**src/design/bsum_defs.svh**
```systemverilog
// =========================================================
// shared width and depth macros for the byte-sum engine.
// =========================================================

`ifndef BSUM_DEFS_SVH
`define BSUM_DEFS_SVH

// one data beat and its byte strobe.
`define BSUM_DATA_WIDTH 32
`define BSUM_STRB_WIDTH 4

// slots in the early-stall FIFO.
`define BSUM_FIFO_DEPTH 8

// packet tag carried on the side channel.
`define BSUM_TAG_WIDTH 4

// 64 full beats of 4 bytes stay below 2**16.
`define BSUM_SUM_WIDTH 16

`endif

```
**src/design/bsum_pkg.sv**
```systemverilog
// =========================================================
// types shared by the FIFO, the accumulator and the top.
// =========================================================

package bsum_pkg;

  `include "bsum_defs.svh"

  // side channel that travels with every beat.
  typedef struct packed {
    logic                       last; // closes the packet.
    logic [`BSUM_TAG_WIDTH-1:0] tag;  // packet tag.
  } sidech_t;

  // only the empty flag is exported.
  typedef struct packed {
    logic empty;
  } flags_fifo_t;

  // packet byte sum.
  typedef logic [`BSUM_SUM_WIDTH-1:0] sum_t;

endpackage

```
**src/design/bsum_stream_intf.sv**
```systemverilog
// =========================================================
// valid/ready stream of data beats with a byte strobe.
// =========================================================

`include "bsum_defs.svh"

interface bsum_stream_intf;

  logic                        valid; // driven by the source.
  logic                        ready; // driven by the sink.
  logic [`BSUM_DATA_WIDTH-1:0] data;
  logic [`BSUM_STRB_WIDTH-1:0] strb;

  modport source (
    output valid, data, strb,
    input  ready
  );

  modport sink (
    input  valid, data, strb,
    output ready
  );

  // passive view for checkers.
  modport monitor (
    input valid, ready, data, strb
  );

endinterface

```
**src/design/bsum_fifo_earlystall.sv**
```systemverilog
// =========================================================
// circular FIFO with early stall and a typed side channel.
// =========================================================

`include "bsum_defs.svh"

module bsum_fifo_earlystall
  import bsum_pkg::*;
#(
  parameter type         SIDECH_T = sidech_t,
  parameter int unsigned DEPTH    = `BSUM_FIFO_DEPTH
) (
  input  logic        clk_i,
  input  logic        rst_ni,
  input  logic        clear_i,

  bsum_stream_intf.sink   push_i,
  bsum_stream_intf.source pop_o,

  input  SIDECH_T     sidech_i,
  output SIDECH_T     sidech_o,
  output flags_fifo_t flags_o
);

  localparam int unsigned ADDR_W = (DEPTH > 1) ? $clog2(DEPTH) : 1;

  typedef enum logic [1:0] {
    EMPTY,
    MIDDLE,
    FULL
  } state_e;

  // one slot keeps side channel, data and strobe together.
  typedef struct packed {
    SIDECH_T                     sidech;
    logic [`BSUM_DATA_WIDTH-1:0] data;
    logic [`BSUM_STRB_WIDTH-1:0] strb;
  } entry_t;

  state_e              cs_q, ns_d;
  logic [ADDR_W-1:0]   push_ptr_q, push_ptr_d;
  logic [ADDR_W-1:0]   pop_ptr_q, pop_ptr_d;
  logic [ADDR_W-1:0]   push_ptr_inc, pop_ptr_inc;
  logic [ADDR_W:0]     fill_cnt;
  logic                push_en, pop_en;
  entry_t              mem_q [DEPTH];
  entry_t              rd_entry;

  // wrap at DEPTH-1 so non power-of-two depths work too.
  function automatic logic [ADDR_W-1:0] ptr_inc(input logic [ADDR_W-1:0] ptr);
    if (ptr == ADDR_W'(DEPTH - 1)) begin
      return '0;
    end
    return ptr + 1'b1;
  endfunction

  assign push_ptr_inc = ptr_inc(push_ptr_q);
  assign pop_ptr_inc  = ptr_inc(pop_ptr_q);

  // a late valid still lands as long as a slot is free.
  assign push_en = push_i.valid && (cs_q != FULL);
  assign pop_en  = pop_o.valid && pop_o.ready;

  assign push_ptr_d = push_en ? push_ptr_inc : push_ptr_q;
  assign pop_ptr_d  = pop_en ? pop_ptr_inc : pop_ptr_q;

  // occupied slots, meaningful in MIDDLE only.
  always_comb begin
    if (push_ptr_q >= pop_ptr_q) begin
      fill_cnt = {1'b0, push_ptr_q} - {1'b0, pop_ptr_q};
    end else begin
      fill_cnt = (ADDR_W + 1)'(DEPTH) + {1'b0, push_ptr_q} - {1'b0, pop_ptr_q};
    end
  end

  always_comb begin
    ns_d         = cs_q;
    push_i.ready = 1'b0;
    pop_o.valid  = 1'b0;
    case (cs_q)
      EMPTY: begin
        push_i.ready = 1'b1;
        if (push_en) begin
          ns_d = MIDDLE;
        end
      end
      MIDDLE: begin
        // stall while two or fewer slots are free.
        push_i.ready = (fill_cnt < (ADDR_W + 1)'(DEPTH - 2));
        pop_o.valid  = 1'b1;
        if (push_en && !pop_en && (push_ptr_inc == pop_ptr_q)) begin
          ns_d = FULL; // last slot taken.
        end else if (pop_en && !push_en && (pop_ptr_inc == push_ptr_q)) begin
          ns_d = EMPTY; // last beat leaves.
        end
      end
      FULL: begin
        pop_o.valid = 1'b1;
        if (pop_en) begin
          ns_d = MIDDLE;
        end
      end
      default: begin
        ns_d = EMPTY;
      end
    endcase
  end

  always_ff @(posedge clk_i or negedge rst_ni) begin
    if (!rst_ni) begin
      cs_q       <= EMPTY;
      push_ptr_q <= '0;
      pop_ptr_q  <= '0;
    end else if (clear_i) begin
      cs_q       <= EMPTY;
      push_ptr_q <= '0;
      pop_ptr_q  <= '0;
    end else begin
      cs_q       <= ns_d;
      push_ptr_q <= push_ptr_d;
      pop_ptr_q  <= pop_ptr_d;
    end
  end

  // flop storage, zeroed on reset and clear.
  always_ff @(posedge clk_i or negedge rst_ni) begin
    if (!rst_ni) begin
      for (int s = 0; s < DEPTH; s++) begin
        mem_q[s] <= '0;
      end
    end else if (clear_i) begin
      for (int s = 0; s < DEPTH; s++) begin
        mem_q[s] <= '0;
      end
    end else if (push_en) begin
      mem_q[push_ptr_q] <= '{sidech: sidech_i, data: push_i.data, strb: push_i.strb};
    end
  end

  // head slot falls through to the pop port.
  assign rd_entry = mem_q[pop_ptr_q];

  assign pop_o.data = pop_o.valid ? rd_entry.data : '0;
  assign pop_o.strb = pop_o.valid ? rd_entry.strb : '0;
  assign sidech_o   = pop_o.valid ? rd_entry.sidech : '0;

  assign flags_o.empty = (cs_q == EMPTY);

endmodule

```
**src/design/bsum_packet_accum.sv**
```systemverilog
// =========================================================
// per-packet sum of strobe-enabled bytes, held until taken.
// =========================================================

`include "bsum_defs.svh"

module bsum_packet_accum
  import bsum_pkg::*;
(
  input  logic                       clk_i,
  input  logic                       rst_ni,
  input  logic                       clear_i,

  bsum_stream_intf.sink              beat_i,
  input  sidech_t                    sidech_i,

  input  logic                       result_ready_i,
  output logic                       result_valid_o,
  output sum_t                       sum_o,
  output logic [`BSUM_TAG_WIDTH-1:0] tag_o
);

  sum_t                       running_q;
  sum_t                       beat_sum;
  sum_t                       sum_q;
  logic [`BSUM_TAG_WIDTH-1:0] tag_q;
  logic                       result_valid_q;
  logic                       beat_fire;
  logic                       last_fire;

  // no new beat while a result waits.
  assign beat_i.ready = !result_valid_q;

  assign beat_fire = beat_i.valid && beat_i.ready;
  assign last_fire = beat_fire && sidech_i.last;

  // bytes of the current beat with their strobe set.
  always_comb begin
    beat_sum = '0;
    for (int b = 0; b < `BSUM_STRB_WIDTH; b++) begin
      if (beat_i.strb[b]) begin
        beat_sum = beat_sum + sum_t'(beat_i.data[8*b +: 8]);
      end
    end
  end

  always_ff @(posedge clk_i or negedge rst_ni) begin
    if (!rst_ni) begin
      running_q      <= '0;
      result_valid_q <= 1'b0;
    end else if (clear_i) begin
      running_q      <= '0; // partial packet dropped.
      result_valid_q <= 1'b0;
    end else begin
      if (last_fire) begin
        running_q <= '0; // next packet starts fresh.
      end else if (beat_fire) begin
        running_q <= running_q + beat_sum;
      end

      if (last_fire) begin
        result_valid_q <= 1'b1;
      end else if (result_ready_i) begin
        result_valid_q <= 1'b0; // result taken.
      end
    end
  end

  // result payload, loaded with the last beat.
  always_ff @(posedge clk_i) begin
    if (last_fire) begin
      sum_q <= running_q + beat_sum;
      tag_q <= sidech_i.tag;
    end
  end

  assign result_valid_o = result_valid_q;
  assign sum_o          = sum_q;
  assign tag_o          = tag_q;

endmodule

```
**src/design/bsum_top.sv**
```systemverilog
// =========================================================
// byte-sum engine top: early-stall FIFO feeding the
// packet accumulator.
// =========================================================

`include "bsum_defs.svh"

module bsum_top
  import bsum_pkg::*;
(
  input  logic                        clk_i,
  input  logic                        rst_ni,
  input  logic                        clear_i,

  // input stream.
  input  logic                        in_valid_i,
  input  logic [`BSUM_DATA_WIDTH-1:0] in_data_i,
  input  logic [`BSUM_STRB_WIDTH-1:0] in_strb_i,
  input  logic                        in_last_i,
  input  logic [`BSUM_TAG_WIDTH-1:0]  in_tag_i,
  output logic                        push_ready_o,
  output logic                        fifo_empty_o,

  // packet result.
  output logic                        result_valid_o,
  input  logic                        result_ready_i,
  output sum_t                        sum_o,
  output logic [`BSUM_TAG_WIDTH-1:0]  tag_o
);

  bsum_stream_intf in_s ();
  bsum_stream_intf fifo_s ();

  sidech_t     in_sidech;
  sidech_t     fifo_sidech;
  flags_fifo_t fifo_flags;

  assign in_s.valid   = in_valid_i;
  assign in_s.data    = in_data_i;
  assign in_s.strb    = in_strb_i;
  assign push_ready_o = in_s.ready; // early-stall ready.

  assign in_sidech.last = in_last_i;
  assign in_sidech.tag  = in_tag_i;

  assign fifo_empty_o = fifo_flags.empty;

  bsum_fifo_earlystall #(
    .SIDECH_T ( sidech_t         ),
    .DEPTH    ( `BSUM_FIFO_DEPTH )
  ) u_fifo (
    .clk_i    ( clk_i       ),
    .rst_ni   ( rst_ni      ),
    .clear_i  ( clear_i     ),
    .push_i   ( in_s        ),
    .pop_o    ( fifo_s      ),
    .sidech_i ( in_sidech   ),
    .sidech_o ( fifo_sidech ),
    .flags_o  ( fifo_flags  )
  );

  bsum_packet_accum u_accum (
    .clk_i          ( clk_i          ),
    .rst_ni         ( rst_ni         ),
    .clear_i        ( clear_i        ),
    .beat_i         ( fifo_s         ),
    .sidech_i       ( fifo_sidech    ),
    .result_ready_i ( result_ready_i ),
    .result_valid_o ( result_valid_o ),
    .sum_o          ( sum_o          ),
    .tag_o          ( tag_o          )
  );

endmodule

```
**config.mk**
```make
export PLATFORM = sky130hd
export DESIGN_NAME = bsum_top
export DESIGN_NICKNAME = d
export VERILOG_FILES = /design/src/design/bsum_pkg.sv /design/src/design/bsum_stream_intf.sv /design/src/design/bsum_fifo_earlystall.sv /design/src/design/bsum_packet_accum.sv /design/src/design/bsum_top.sv
export VERILOG_INCLUDE_DIRS = /design/src /design/src/design
export SDC_FILE = /design/constraint.sdc
export NUM_CORES = 1
export LEC_CHECK = 0
export BUFFER_PORTS_ARGS = -buffer_cell sky130_fd_sc_hd__buf_2
export CORE_MARGIN = 8
export CORE_UTILIZATION = 50
export DETAILED_ROUTE_END_ITERATION = 10
export PLACE_DENSITY = 0.74
export SETUP_SLACK_MARGIN = 0.05
export SYNTH_ARGS = -nofsm -noshare
export SYNTH_HDL_FRONTEND = slang
export SYNTH_HIERARCHICAL = 1
export SYNTH_SLANG_ARGS = --single-unit
```
**constraint.sdc**
```tcl
create_clock -name clk_i -period 7.16 [get_ports clk_i]
set_input_delay 1.432 -clock clk_i [delete_from_list [all_inputs] [get_ports clk_i]]
set_output_delay 1.432 -clock clk_i [all_outputs]
set_load 0.02 [all_outputs]
```
---- Yosys cells after proc, flatten, opt, wreduce, memory -nomap -nowiden ----
Cells that the tools add are included.
word-level totals
  input port bits ......................... 46
  output and inout port bits .............. 23
  memories kept ........................... 0
  flip-flop bits (word level) ............. 373
  latch bits .............................. 0
  logic and storage cells ................. 123
  bits in read-only memories .............. 0
  memory bits (writable) .................. 0
cells by class
  shift-type cells ........................ 0
  divide/modulo/power cells ............... 0
  magnitude comparators ................... 5
  equality and inequality tests ........... 10
  multiplexer cells ....................... 40
  add/sub/neg operators ................... 9
  bitwise gates (word level) .............. 2
  reduce and logical (&&, ||, !) cells .... 18
  multipliers ............................. 0
operators with widths
  cell                                                                     count
  328-bit two-way mux                                                      2
  328-bit bitwise mux                                                      1
  41-bit binary-select mux with 3-bit select                               1
  41-bit demux with 3-bit select                                           1
  41-bit two-way mux                                                       3
  16-bit two-way mux                                                       6
  16-bit by 8-bit adder with 16-bit output                                 2
  32-bit two-way mux                                                       1
  3-bit two-way mux                                                        8
  16-bit adder                                                             1
  2-bit two-way mux                                                        5
  8-bit by 8-bit adder with 9-bit output                                   1
  4-bit >= comparator, second input constant                               2
  1-bit logical AND                                                        8
  4-bit two-way mux                                                        2
  8-bit two-way mux                                                        1
  3-bit NOT with 4-bit output                                              2
  3-bit by 1-bit adder with 3-bit output, second input constant            2
  3-bit equality test                                                      2
  3-bit equality test, second input constant                               2
  1-bit two-way mux                                                        6
  3-bit by 2-bit inequality test with 1-bit output, second input constant  2
  2-bit one-hot mux with 3 select lines                                    1
  3-bit nonzero test                                                       2
  17 further kinds                                                         20

---- Depth between registers and ports, before layout ----
  depth after elaboration ................. 16
  depth in mapped cells ................... 35
  depth with buffers taken out ............ 31

---- Cells and area by module ----
The synthesis kept the hierarchy.
by module, submodules not included
  module                seq. area each (um^2)  times used  area an instance (um^2)  cells an instance
  bsum_fifo_earlystall  8408.1                 1           16115.5                  1571
  bsum_packet_accum     1026.0                 1           3369.5                   369

---- Worst setup path after synthesis ----
Ideal clock, no wire load.
  path kind ............................... register to register
  start point ............................. register u_fifo.pop_ptr_q[0]
  end point ............................... register u_accum.sum_q[14] (netlist: u_accum/sum_o[14]) (data pin)
  period minus slack after synthesis ...... 6.891 ns
  setup slack ............................. 0.269 ns
  cell stages (with the launch flop) ...... 31
  setup time .............................. 0.260 ns
  arrival ................................. 6.631 ns
  required time ........................... 6.900 ns
  path buffers ............................ 4
  path through ............................ dfrtp_1 buf_2 buf_4 buf_4 mux4_2 nand2_1 a21boi_0 buf_6 and2_2 ha_1 fa_1 o21ai_0 a21boi_4 o21a_1 o31ai_1 ha_1 or3_1 a31oi_1 xnor2_1 mux2_2 ha_1 nor2b_1 o21ai_0 mux2_2 ha_1 a21oi_1 nor2b_1 o21ai_0 o31a_1 nor2_1 xor2_1
on the way
  word-level cells in the longest chain between the ends .. 13
  elaborated cells on any way between the ends .. 14
  classes of those cells .................. add/sub (4); mux (9); bitwise (1)
ends and longest elaborated chain
  element                                                    line                         source
  start: declaration                                         bsum_fifo_earlystall.sv:42   logic [ADDR_W-1:0] pop_ptr_q, pop_ptr_d;
  start signal: assignment                                   bsum_fifo_earlystall.sv:121  pop_ptr_q <= pop_ptr_d;
  3-bit NOT with 4-bit output (implied by the code) (*)      bsum_fifo_earlystall.sv:141  assign rd_entry = mem_q[pop_ptr_q];
  41-bit binary-select mux with 3-bit select (*)             bsum_fifo_earlystall.sv:141
  41-bit two-way mux (implied by the code) (*) (2 in a row)  bsum_fifo_earlystall.sv:141
  4-bit two-way mux (*)                                      bsum_fifo_earlystall.sv:144  assign pop_o.strb = pop_o.valid ? rd_entry.strb : '0;
  named net fifo_s.strb[0]                                   bsum_stream_intf.sv:12       logic [`BSUM_STRB_WIDTH-1:0] strb;
  8-bit two-way mux (*)                                      bsum_packet_accum.sv:41      if (beat_i.strb[b]) begin
  8-bit by 8-bit adder with 9-bit output                     bsum_packet_accum.sv:42      beat_sum = beat_sum + sum_t'(beat_i.data[8*b +: 8]);
  16-bit two-way mux (*)                                     bsum_packet_accum.sv:41
  16-bit by 8-bit adder with 16-bit output                   bsum_packet_accum.sv:42
  16-bit two-way mux (*)                                     bsum_packet_accum.sv:41
  16-bit by 8-bit adder with 16-bit output                   bsum_packet_accum.sv:42
  16-bit two-way mux (*)                                     bsum_packet_accum.sv:41
  16-bit adder (*)                                           bsum_packet_accum.sv:72      sum_q <= running_q + beat_sum;
  end signal: assignment                                     bsum_packet_accum.sv:72
  end: declaration                                           bsum_packet_accum.sv:25      sum_t sum_q;
Mark *: on every way through the listed nets, which the timed path passes. The rest lies on a longest branch. The select of a mux whose other input is x is not followed.
A chain may end at the register's enable or synchronous reset.

---- Final worst setup path ----
  start point ............................. register u_fifo.pop_ptr_q[0]
  end point ............................... register u_accum.running_q[14]
on the way
  word-level cells in the longest chain between the ends .. 16
  elaborated cells on any way between the ends .. 20
  classes of those cells .................. add/sub (4); mux (13); bitwise (1); reduce/logical (2)
ends and longest elaborated chain
  element                                                    line                         source
  3-bit NOT with 4-bit output (implied by the code) (*)      bsum_fifo_earlystall.sv:141
  41-bit binary-select mux with 3-bit select (*)             bsum_fifo_earlystall.sv:141
  41-bit two-way mux (implied by the code) (*) (2 in a row)  bsum_fifo_earlystall.sv:141
  32-bit two-way mux (*)                                     bsum_fifo_earlystall.sv:143  assign pop_o.data = pop_o.valid ? rd_entry.data : '0;
  named net fifo_s.data[0]                                   bsum_stream_intf.sv:11       logic [`BSUM_DATA_WIDTH-1:0] data;
  8-bit two-way mux (*)                                      bsum_packet_accum.sv:41
  8-bit by 8-bit adder with 9-bit output                     bsum_packet_accum.sv:42
  16-bit two-way mux (*)                                     bsum_packet_accum.sv:41
  16-bit by 8-bit adder with 16-bit output                   bsum_packet_accum.sv:42
  16-bit two-way mux (*)                                     bsum_packet_accum.sv:41
  16-bit by 8-bit adder with 16-bit output                   bsum_packet_accum.sv:42
  16-bit two-way mux (*)                                     bsum_packet_accum.sv:41
  16-bit adder (*)                                           bsum_packet_accum.sv:58      running_q <= running_q + beat_sum;
  16-bit two-way mux (*)                                     bsum_packet_accum.sv:57      end else if (beat_fire) begin
  16-bit two-way mux (*)                                     bsum_packet_accum.sv:55      if (last_fire) begin
  16-bit two-way mux (*)                                     bsum_packet_accum.sv:51      end else if (clear_i) begin
  end signal: assignment                                     bsum_packet_accum.sv:58
  end: declaration                                           bsum_packet_accum.sv:23      sum_t running_q;
Marked as above.

==> impl_results.md <==
- Total Routing Usage GR: 24.2%
- Slew @ Worst Pin: 1260 ps
- Maximum VDD drop: 0.000193 V
- Core region area: 0.0386 sq mm
- Post-synth top cells: nand2_1, dfrtp_1, a21oi_1, a22o_1, mux4_2
- Final total negative setup slack: 0 ps
- Data required, critical path: 7620 ps
- CP endpoint kind: flop
- Die area: 0.0455 sq mm
- Warnings, synthesis: 6
- IO buf count: 68
- Critical Path Fanout Max: 6
- Synth Flop Type: dfrtp_1
- Peak Freq: 147 MHz
- Status: finished, final reports clean
- Biggest area consumer among synthesized cells: dfrtp_1
- Synth area leaders: dfrtp_1, nand2_1, mux4_2
- Layout fillers: 3315
- Layout Nets: 2040
- Netlist cell types: 70
- RD Place Congestion: 0.916
- Reg clk slew, reported paths: 60 ps
- Pin count of the biggest net entering global routing: 148
- Arr. time, crit path: 7240 ps
- Number of synthesized register bits: 373
- Syn avg cell area: 10.0 sq um
- Routed wire length: 54.7 mm
- Post-synth ARST share: 94.6%
- Initial antenna violation count: 8
- Pwr Total: 5410 uW
- Sequential-to-total area share from yosys stat: 48.4%
- Post-layout util: 56.3%
- Number of global-route vias before repair: 15700
- Htree depth: 2
- Number of flops mapped to enable cells by yosys: 20
- Power per cell area: 249 mW/mm^2
- Share of post-route cells with drive strength above 1: 16.4%
- Syn nets: 2035
- Worst-Skew Late Latency: 550 ps
- Via count: 15300
- Max-slew headroom: 15.8%
- Crit Path Class: reg -> reg
- Clock skew: 12.1 ps
- DRC Markers: 0
- Hold Violations, Final: 0
- Fin. max-slew vios: 0
- Drt pass-1 iters: 5
- CTS buffer count: 41
- Row count: 72
- Number of I/O pins: 69
- Worst Hold Class: reg -> reg
- Post-synth top area share: 45.3%
- Max Cap Viol: 0
- CTS sink count: 373
- Count leader, synth: nand2_1
- CP startpoint kind: flop
- Root Buffer: clkbuf_16
- Setup violations, final: 0
- Final worst path period share: 94.7%
- DP Wirelength: 32.7 mm
- Die Ht: 213 microns
- ANT nets after route: 0
- Routed len/inst: 21.9 microns
- First-pass GRT wire length: 86.8 mm
- Grt ovf: 0
- CTS tree: built
- Initial drt markers: 1657
- Cells after Synth: 1940
- Post-synthesis cell area: 0.0195 sq mm
- Clk buf depth: 3
- DIE WIDTH: 213 microns
- Via/cell ratio: 6.12
- Syn-to-layout area delta: 11.4%
- Pleak: 0.00912 uW
- Initial Util: 50.5%
- Final min period: 6780 ps
critical path, cell delays in order, from the launching register on:
cell,delay (ps)
dfrtp_4,500
clkbuf_4,210
mux4_2,490
nand2_1,70
a21boi_0,70
and2_2,200
ha_1,210
fa_2,430
a21oi_2,200
o22ai_2,130
o21a_1,210
o31ai_2,270
ha_1,310
or3_1,400
a31oi_2,240
xnor2_1,120
mux2_2,280
ha_1,310
nor2b_1,140
o21ai_1,150
mux2_2,360
ha_1,370
nand2_1,90
o31a_1,360
or4_1,480
o21ai_0,90
report_power, final:
part	switching [uW]	total, uW	leakage, uW	internal (uW)
clock	877	2140	0.000649	1260
combinational	624	1050	0.00341	425
sequential	48.4	2230	0.00507	2180
cells in the final DEF, fill, tap and decap left out, drive strengths merged, types with 6 or more instances in the layout:
master,count
nand2,534
dfrtp,353
a21oi,236
a22o,126
buf,123
mux4,82
nor2,62
clkbuf,58
ha,43
a21boi,42
o21ai,38
inv,33
and2,24
edfxtp,20
xnor2,18
nor3,15
o21a,13
xor2,12
a21o,12
nor2b,12
mux2,9
nand3,9
clkinv,9
a211oi,8
nand2b,6
o31a,6
fa,6
metal layers:
| metal | GRT usage [%] | share of wire, % | vias up | wire, microns |
|---|---|---|---|---|
| met5 | 0 | 0.071 | - | 39 |
| met2 | 38.2 | 47 | 769 | 25500 |
| met3 | 5.55 | 10 | 136 | 5530 |
| met1 | 32.6 | 40 | 7578 | 22100 |
| li1 | - | - | 6791 | - |
| met4 | 8.60 | 2.9 | 6 | 1600 |
logic make-up after synthesis:
| logic type | share of synthesized area [%] |
|---|---|
| muxes | 10.2 |
| buffers and inverters | 4.61 |
| xor gates and xnor gates | 1.46 |
| adders and majority gates | 3.49 |
| AOI/OAI and AO/OA | 17.5 |
| and+or+nand+nor | 14.4 |
| DFF | 48.4 |
layout make-up:
cell class	instances	area [sq um]	area share (%)
multi-input combinational	1373	9260	42.7
tap	518	648	2.99
antenna	4	10.0	0.0461
inverter	31	116	0.536
timing repair buffer	125	883	4.07
sequential	373	9440	43.5
clock buffer	56	1130	5.23
clock inverter	18	210	0.969
repair_timing:
action / in CTS / in global routing
endpoints found under the setup margin: 1 / 14
buffers inserted: 0 / 5
hold buffers: 0 / 0
cloned: 0 / 1
gates resized for setup: 1 / 29
pin swaps: 0 / 4
final timing paths:
kind	to	startpoint	depth (start not counted)	slack, ps
worst max-delay path	u_accum/running_q[14]	u_fifo/pop_ptr_q[0]	25	380
max in group asynchronous	u_fifo/pop_ptr_q[0]	rst_ni	2	4840
worst min-delay path	u_fifo/mem_q[271]	u_fifo/mem_q[271]	1	500
worst min register to register	u_fifo/mem_q[271]	u_fifo/mem_q[271]	1	500
worst max register to register	u_accum/running_q[14]	u_fifo/pop_ptr_q[0]	25	380
min in group asynchronous	u_fifo/mem_q[315]	rst_ni	1	950
sequential cells by signal, summed over array words and instances, names as in the netlist:
signal and flops:
u_fifo/cs_q 2, u_fifo/mem_q 328, u_accum/running_q 16, u_fifo/push_ptr_q 3, u_fifo/pop_ptr_q 3, u_accum/tag_o 4, u_accum/result_valid_o 1, u_accum/sum_o 16
stage by stage:
| step | cell area (sq um) | setup WS, ps | cells | hold WS, ps |
|---|---|---|---|---|
| after CTS | 21500 | 112 | 2488 | 498 |
| after detailed placement | 20200 | 58.3 | 2414 | 476 |
| after floorplan | 19500 | 269 | 1940 | 461 |
| after global routing | 21700 | -6.40 | 2495 | 509 |
| final | 21700 | 380 | 2498 | 495 |
| after global placement | 20200 | 248 | 2414 | 468 |
No activity file was read; power rests on OpenSTA's default activity.
